### config.mk
export PLATFORM = sky130hd
export DESIGN_NAME = latency_timer
export DESIGN_NICKNAME = d
export VERILOG_FILES = /design/src/rtl/latency_timer.sv
export VERILOG_INCLUDE_DIRS = /design/src /design/src/include
export SDC_FILE = /design/constraint.sdc
export NUM_CORES = 1
export LEC_CHECK = 0
export ABC_AREA = 0
export BUFFER_PORTS_ARGS = -buffer_cell sky130_fd_sc_hd__clkbuf_2
export CORE_AREA = 2 2 39 41
export DETAILED_ROUTE_END_ITERATION = 10
export DIE_AREA = 0 0 41 43
export GPL_TIMING_DRIVEN = 0
export SYNTH_ARGS = -nofsm -noshare
export SYNTH_HDL_FRONTEND = slang
export SYNTH_SLANG_ARGS = --single-unit
### constraint.sdc
create_clock -name clk -period 1.9 [get_ports clk]
set_clock_uncertainty 0.15 [all_clocks]
set_input_delay 0.19 -clock clk [delete_from_list [all_inputs] [get_ports clk]]
set_output_delay 0.19 -clock clk [all_outputs]
set_load 0.05 [all_outputs]
### src/include/twiddle_defs.svh
//##########################################################################
// widths, pipeline latencies and CORDIC start value for the twiddle block
//##########################################################################
`ifndef TWIDDLE_DEFS_SVH
`define TWIDDLE_DEFS_SVH

`define TWIDDLE_W_IN     12   // numerator / denominator width
`define TWIDDLE_W_OUT    16   // re / im component width
`define TWIDDLE_PHASE_W  32   // fraction of a turn

// rotation stages in the CORDIC
`define CORDIC_ITER      16

`define DIV_LATENCY      33   // 32 quotient stages + rounding
`define CORDIC_LATENCY   18   // fold + 16 rotations + output reg
`define TWIDDLE_LATENCY  (`DIV_LATENCY + `CORDIC_LATENCY)

// 16384 / 1.6468, so the rotated amplitude lands on 16384
`define CORDIC_X0        9949

`define WB_ADDR_W        4    // word address

`endif
### src/rtl/latency_timer.sv
//##########################################################################
// latency down-counter, one done pulse per start
//##########################################################################
`timescale 1ns/1ps
`include "twiddle_defs.svh"

module latency_timer (
  input  logic clk,
  input  logic reset,
  input  logic start,
  output logic done,
  output logic busy
);

  localparam int cnt_w = $clog2(`TWIDDLE_LATENCY + 1);

  logic [cnt_w-1:0] count;

  always_ff @(posedge clk) begin
    if (reset)
      count <= '0;
    else if (start && !busy)
      count <= cnt_w'(`TWIDDLE_LATENCY);
    else if (busy)
      count <= count - 1'b1;
  end

  assign busy = (count != '0);
  assign done = (count == cnt_w'(1));  // last cycle of the count

  // a start while counting would be lost
  a_start_not_busy: assert property (@(posedge clk) disable iff (reset)
    start |-> !busy);

endmodule

======== Word-level counts from Yosys, hierarchy flattened ========
Cells that the tools add are included.
storage, ports and cells
  logic and storage cells ................. 11
  flip-flop bits (word level) ............. 6
  input port bits ......................... 3
  output and inout port bits .............. 2
cells by class
  $add $sub $neg .......................... 1
  equality and inequality tests ........... 1
  reduce and logical (&&, ||, !) cells .... 5
  muxes and demuxes ....................... 2
operators by type and width
  kind                                                                 number
  6-bit two-way mux                                                    2
  6-bit by 1-bit == test with 1-bit output (second input constant)     1
  6-bit nonzero test                                                   1
  6-bit by 1-bit subtractor with 6-bit output (second input constant)  1
  2-bit nonzero test                                                   1
  2-bit OR reduction                                                   1
  1-bit logical AND                                                    1
  1-bit logical NOT                                                    1

======== Logic depth before layout (Yosys ltp) ========
Gate-level depths: netlist of run 1.
  word-level depth ........................ 4
  gate-level depth with buffers ........... 5
  mapped depth without buffers ............ 5

======== Worst setup path before layout of run 1 ========
OpenSTA, ideal clock, no wires.
  path type ............................... reg-to-reg
  from .................................... register count[4]
  to ...................................... register count[0]
  path slack .............................. 0.364 ns
  period minus slack after synthesis ...... 1.536 ns
  required time ........................... 1.663 ns
  arrival time ............................ 1.299 ns
  setup time .............................. 0.087 ns
  cell stages (with the launch flop) ...... 4
  buffers on the path ..................... 0
  cell sequence ........................... dfxtp_1 nor4_4 nand2_2 a221oi_2
between the ends
  cells in the longest elaborated chain, start to end .. 4
  elaborated cells between the ends (all ways) .. 5
  those cells by class .................... mux: 1; reduce/logical: 4
RTL lines
  what                                                            RTL line             RTL
  start: declaration                                              latency_timer.sv:17  logic [cnt_w-1:0] count;
  start signal: assignment                                        latency_timer.sv:23  count <= cnt_w'(`TWIDDLE_LATENCY);
  start signal: assignment                                        latency_timer.sv:25  count <= count - 1'b1;
  6-bit nonzero test *                                            latency_timer.sv:28  assign busy = (count != '0);
  net busy                                                        latency_timer.sv:12  output logic busy
  1-bit logical NOT                                               latency_timer.sv:22  else if (start && !busy)
  1-bit logical AND                                               latency_timer.sv:22
  6-bit two-way mux / 2-bit nonzero test (equally long branches)  --
Mark *: on every way through the listed nets, which the timed path passes. The rest lies on a longest branch.
A chain may end at the register's enable or synchronous reset.

======== Worst setup path after layout of run 1 ========
  from .................................... register count[3]
  to ...................................... output busy
between the ends
  cells in the longest elaborated chain, start to end .. 1
RTL lines
  what                RTL line
  6-bit nonzero test  latency_timer.sv:28
  end: declaration    latency_timer.sv:12
No other way between the ends.

==> impl_metrics.tcl, run 1 <==
set metrics [dict create \
    n_antenna_cell 0 \
    final_util 0.303 \
    hpwl_um 441 \
    max_stage_delay_ns 0.37 \
    worst-path-max-fanout 5 \
    reg2reg_to "count[4]" \
    worstSkewPairLatency_ns 0.25 \
    largest_register_ffs 6 \
    cts_tree "yes" \
    setup_viol_count_final 0 \
    row_count 14 \
    crit-reg2reg-launch "count[0]" \
    root_buffer "clkbuf_4" \
    multi_input_area_um2 206 \
    grt_max_degree 10 \
    fp.dieH_um 43 \
    rsz0062_at_grt "no" \
    hold_violations 0 \
    synth_nets 40 \
    cts.clk_slew.worst_paths_ns 0.05 \
    final_area_um2 419 \
    core_area_um2 1380 \
    seqCellArea_um2 120 \
    powerDensity_nw_per_um2 2160 \
    die_w_um 41 \
    path_delay_family "buffers and inverters" \
    hp-start "reset" \
    post-route-period-util 0.964 \
    clock_path_buffers 2 \
    num_vias 290 \
    antenna_left 0 \
    gp_congestion 0.594 \
    slew_headroom 0.810 \
    top_register "count" \
    critPathKind "register to output pin" \
    first_iter_violations 3 \
    worst_pin_slew_ns 0.284 \
    mappedNetlistArea_um2 334 \
    final_common_cell "dfxtp_1" \
    layout.nets 52 \
    maxSlewViolCount 0 \
    io_pins 5 \
    clock.fmax_ghz 0.546 \
    synth_top_area_share 0.360 \
    start_util 0.241 \
    path_buf_inv 2 \
    layout_common_cells "dfxtp_1 (6), clkbuf_2 (4)" \
    antenna_found_initial 0 \
    synth.distinct_cells 20 \
    min_to "count[0]" \
    fin_tns_setup_ns 0 \
    crit_path_top_delay_cell "dfxtp_1" \
    ff2ff_setup_slack_ns 0.23 \
    syn_inst 35 \
    fillers 148 \
    arrival_ns 1.49 \
    grt_first_pass_wirelength_um 986 \
    hold_depth 2 \
    wl_um 621 \
    viasPerCell 4.75 \
    first_pass_iters 4 \
    status "finished clean" \
    htree_levels 1 \
    clock-sinks 6 \
    die_area_um2 1760 \
    reg2regPathDepth 5 \
    period_needed_ns 1.83 \
    path_cells "nor4_4, buf_4, nand2_2, clkbuf_2" \
    grt_overflow 0 \
    ir_drop_mv 0.381 \
    cap_violations 0 \
    hp-class "primary input to register" \
    area_growth_pct 25.5 \
    top_regs "count (6)" \
    yosys.area.top_type "dfxtp_1" \
    ys_seq_elements 6 \
    synth.area.top_cells "dfxtp_1 (36%), ha_1 (7.5%), nor4_4 (6.4%), o21ai_0 (4.5%), a211oi_1 (4.5%)" \
    syn-mean-instance-area_um2 9.54 \
    power.leakage_uw 0.000173 \
    cp-end-kind "output pin" \
    seq_area_frac_synth 0.360 \
    critPathLaunchType "register" \
    synth_warnings 0 \
    cts_inserted_buffers 3 \
    port_buffers 4 \
    grt_pass1_vias 258 \
    track_usage 0.0842 \
    post_cts_resized 0 \
    layout-drive-gt1-share 0.356 \
    critPathRequiredTime_ns 1.56 \
    drc 0 \
    routedWlPerCell_um 10.2 \
    dpl-instance-area_um2 374 \
]
## Yosys cell counts, drive strengths merged
| cell | instances |
|---|---|
| nand2b | 1 |
| and2 | 2 |
| o31ai | 1 |
| a21oi | 2 |
| and3 | 1 |
| a221oi | 1 |
| mux2 | 1 |
| nor2 | 3 |
| o21ai | 3 |
| ha | 2 |
| inv | 2 |
| or4 | 2 |
| dfxtp | 6 |
| nor3 | 2 |
| nor4 | 1 |
| xnor2 | 1 |
| nand2 | 1 |
| nor3b | 1 |
| a211oi | 2 |
## layer usage
layer | track usage | vias up | wire length, um
met5 | 0 | - | 0
met3 | 0 | 2 | 9
met2 | 0.116 | 5 | 306
met1 | 0.102 | 130 | 291
met4 | 0.100 | 0 | 14
li1 | - | 153 | -
## worst max path at each step
stage | startpoint | end | slack, ns | depth (start not counted)
finish | count[3] | busy | 0.07 | 4
global route | count[3] | busy | 0.01 | 4
CTS | count[4] | done | 0.009 | 3
detailed placement | count[0] | count[4] | 0.24 | 5
global placement | count[0] | count[4] | 0.25 | 5
floorplan | count[4] | count[0] | 0.36 | 3
## report_power, final
| group | internal, uW | switching (uW) |
|---|---|---|
| Sequential | 180 | 84.5 |
| Clock | 71.9 | 52.0 |
| Combinational | 251 | 267 |
| Total | 503 | 403 |
## area by class of cell
| cell class | instances | area share |
|---|---|---|
| Timing Repair Buffer | 7 | 0.101 |
| Sequential cell | 6 | 0.287 |
| Multi-Input combinational cell | 27 | 0.493 |
| Inverter | 2 | 0.0179 |
| Tap cell | 16 | 0.0478 |
| Clock buffer | 3 | 0.0537 |
## per-stage QoR
stage / std cells / worst slack [ns] / hold slack (ns) / total power, uW
CTS: 58 / 0.00947 / 0.0419 / 836
finish: 61 / 0.0692 / 0.0466 / 906
global route: 61 / 0.0129 / 0.0637 / 976
detailed placement: 55 / 0.239 / 0.314 / 703
global placement: 55 / 0.254 / 0.312 / 702
floorplan: 35 / 0.364 / 0.106 / 620
## worst reg2reg max path, stage by stage (launching register included)
cell and delay [ns]:
dfxtp_1 0.36, inv_1 0.08, ha_1 0.31, nand2b_1 0.10
or4_1 0.47, a21oi_1 0.12
## cells by family after synthesis
kind of cell,after synthesis,share of synthesized area
flops,6,0.360
fa+ha+maj,2,0.0749
buf+inv,2,0.0225
compound gates,9,0.187
xor+xnor,1,0.0262
simple gates,14,0.296
mux,1,0.0337
## what timing repair did
item | 4_1_cts | 5_1_grt
setup buffers | 0 | 3
hold buffers | 0 | 0
setup endpoints to repair | 0 | 1
endpoints found under the hold margin | 0 | 0
(Power assumes the default switching activity.)
==> run 2: changes to the inputs <==
--- a/config.mk
+++ b/config.mk
@@ -8,10 +8,13 @@
 export LEC_CHECK = 0
 export ABC_AREA = 0
 export BUFFER_PORTS_ARGS = -buffer_cell sky130_fd_sc_hd__clkbuf_2
+export CELL_PAD_IN_SITES_DETAIL_PLACEMENT = 1
+export CELL_PAD_IN_SITES_GLOBAL_PLACEMENT = 1
 export CORE_AREA = 2 2 39 41
 export DETAILED_ROUTE_END_ITERATION = 10
 export DIE_AREA = 0 0 41 43
 export GPL_TIMING_DRIVEN = 0
+export PLACE_DENSITY_LB_ADDON = 0.1
 export SYNTH_ARGS = -nofsm -noshare
 export SYNTH_HDL_FRONTEND = slang
 export SYNTH_SLANG_ARGS = --single-unit
==> constraint.sdc (replaced) <==
create_clock -name clk -period 1.8 [get_ports clk]
set_clock_uncertainty 0.15 [all_clocks]
set_input_delay 0.18 -clock clk [delete_from_list [all_inputs] [get_ports clk]]
set_output_delay 0.18 -clock clk [all_outputs]
set_load 0.05 [all_outputs]
==> impl_metrics.tcl, run 2 (synthesized netlist as in run 1, its figures left out) <==
set metrics [dict create \
    fin_tns_setup_ns 0 \
    arrival_ns 1.37 \
    power.leakage_uw 0.000167 \
    start_util 0.241 \
    hpwl_um 573 \
    first_iter_violations 2 \
    antenna_left 0 \
    track_usage 0.121 \
    top_register "count" \
    die_area_um2 1760 \
    drc 0 \
    viasPerCell 4.93 \
    post-place-ws_ns 0.0640 \
    period_needed_ns 1.70 \
    row_count 14 \
    pwr-share-comb 0.582 \
    switchingPower_uw 443 \
    hp-class "primary input to register" \
    final_util 0.302 \
    antenna_found_initial 0 \
    rsz0062_at_grt "no" \
    dpl.cell_count 55 \
    layout.nets 51 \
    routedWlPerCell_um 14.0 \
    clock.fmax_ghz 0.587 \
    cts.clk_slew.worst_paths_ns 0.05 \
    maxSlewViolCount 0 \
    critPathLaunchType "register" \
    top_regs "count (6)" \
    powerDensity_nw_per_um2 2330 \
    num_vias 296 \
    htree_levels 1 \
    status "finished clean" \
    largest_register_ffs 6 \
    internal_power_uw 529 \
    cts_tree "yes" \
    wl_um 838 \
    hold_violations 0 \
    layout-drive-gt1-share 0.386 \
    critPathRequiredTime_ns 1.47 \
    worstSkewPairLatency_ns 0.24 \
    clock_path_buffers 2 \
    cts_inserted_buffers 3 \
    gp_congestion 0.626 \
    io_pins 5 \
    ff2ff_setup_slack_ns 0.17 \
    clkPwrFrac 0.126 \
    slew_headroom 0.819 \
    area_growth_pct 25.1 \
    p_seq_frac 0.291 \
    grt_first_pass_wirelength_mm 1.33 \
    worst-path-max-fanout 6 \
    core_area_um2 1380 \
    port_buffers 4 \
    first_pass_iters 2 \
    setup_viol_count_final 0 \
    hold_slack_ns 0.0456 \
    final_common_cell "dfxtp_1" \
    fillers 168 \
    grt_max_degree 10 \
    post-route-period-util 0.947 \
    ir_drop_mv 0.789 \
    grt_overflow 0 \
    n_antenna_cell 0 \
    instances_no_fill 60 \
    switching_share 0.456 \
    critPathKind "register to output pin" \
    clock-sinks 6 \
    fin_ws_ns 0.0961 \
    cp-end-kind "output pin" \
    grt_pass1_vias 297 \
    root_buffer "clkbuf_4" \
    worst_pin_slew_ns 0.273 \
    hold_buffers 0 \
    fp.dieH_um 43 \
    cap_violations 0 \
    die_w_um 41 \
]
-- run 2: cell types whose count changed in the layout (fill, tap and decap cells not counted) --
cell      change
clkbuf_2      -1
ha_2          +1
dfxtp_2       +1
ha_1          -1
dfxtp_1       -1
-- run 2: repair_timing --
| action | 4_1_cts | 5_1_grt |
|---|---|---|
| gates cloned | 0 | 0 |
| pin swaps | 1 | 1 |
| endpoints found under the setup margin | 2 | 2 |
| resized for setup | 2 | 2 |
| setup buffers | 2 | 0 |
-- run 2: per-layer routing --
layer  vias to the layer above  share of wire  GRT usage
li1                        151              -          -
met1                       141           0.44      0.151
met2                         2           0.53      0.166
met3                         2          0.018     0.0157
met4                         0          0.014      0.120
met5                         -              0          0
-- run 2: final timing paths --
path,start,end,cells past startpoint
min,reset,count[0],2
min reg2reg,count[0],count[0],1
max reg2reg,count[1],count[4],5
max,count[2],busy,4
-- run 2: cell type report --
| type | instances | area [um^2] | share of cell area |
|---|---|---|---|
| Clock buffer | 3 | 22.5 | 0.0539 |
| Sequential cell | 6 | 121 | 0.290 |
| Inverter | 2 | 7.51 | 0.0180 |
| Tap cell | 16 | 20.0 | 0.0479 |
| Multi-Input combinational cell | 27 | 209 | 0.500 |
| Timing Repair Buffer | 6 | 37.5 | 0.0898 |
-- run 2: worst max-delay path, stage by stage, from the launching register on --
cell and delay, ns:
dfxtp_1 0.37, nor4_4 0.31, buf_4 0.18, nand2_2 0.08, buf_4 0.20
-- run 2: metrics by stage --
stage	total power, uW	area, um^2
4_1_cts	978	415
5_1_grt	1060	418
2_1_floorplan	655	334
3_3_place_gp	749	374
3_5_place_dp	768	374
6_report	973	418
-- run 2: power groups by stage --
| stage | sequential, uW | clock (uW) | combinational [uW] |
|---|---|---|---|
| 2_1_floorplan | 261 | 0 | 394 |
| 3_3_place_gp | 281 | 0 | 468 |
| 3_5_place_dp | 284 | 0 | 484 |
| 5_1_grt | 293 | 141 | 625 |
| 4_1_cts | 284 | 131 | 563 |
| 6_report | 283 | 123 | 566 |
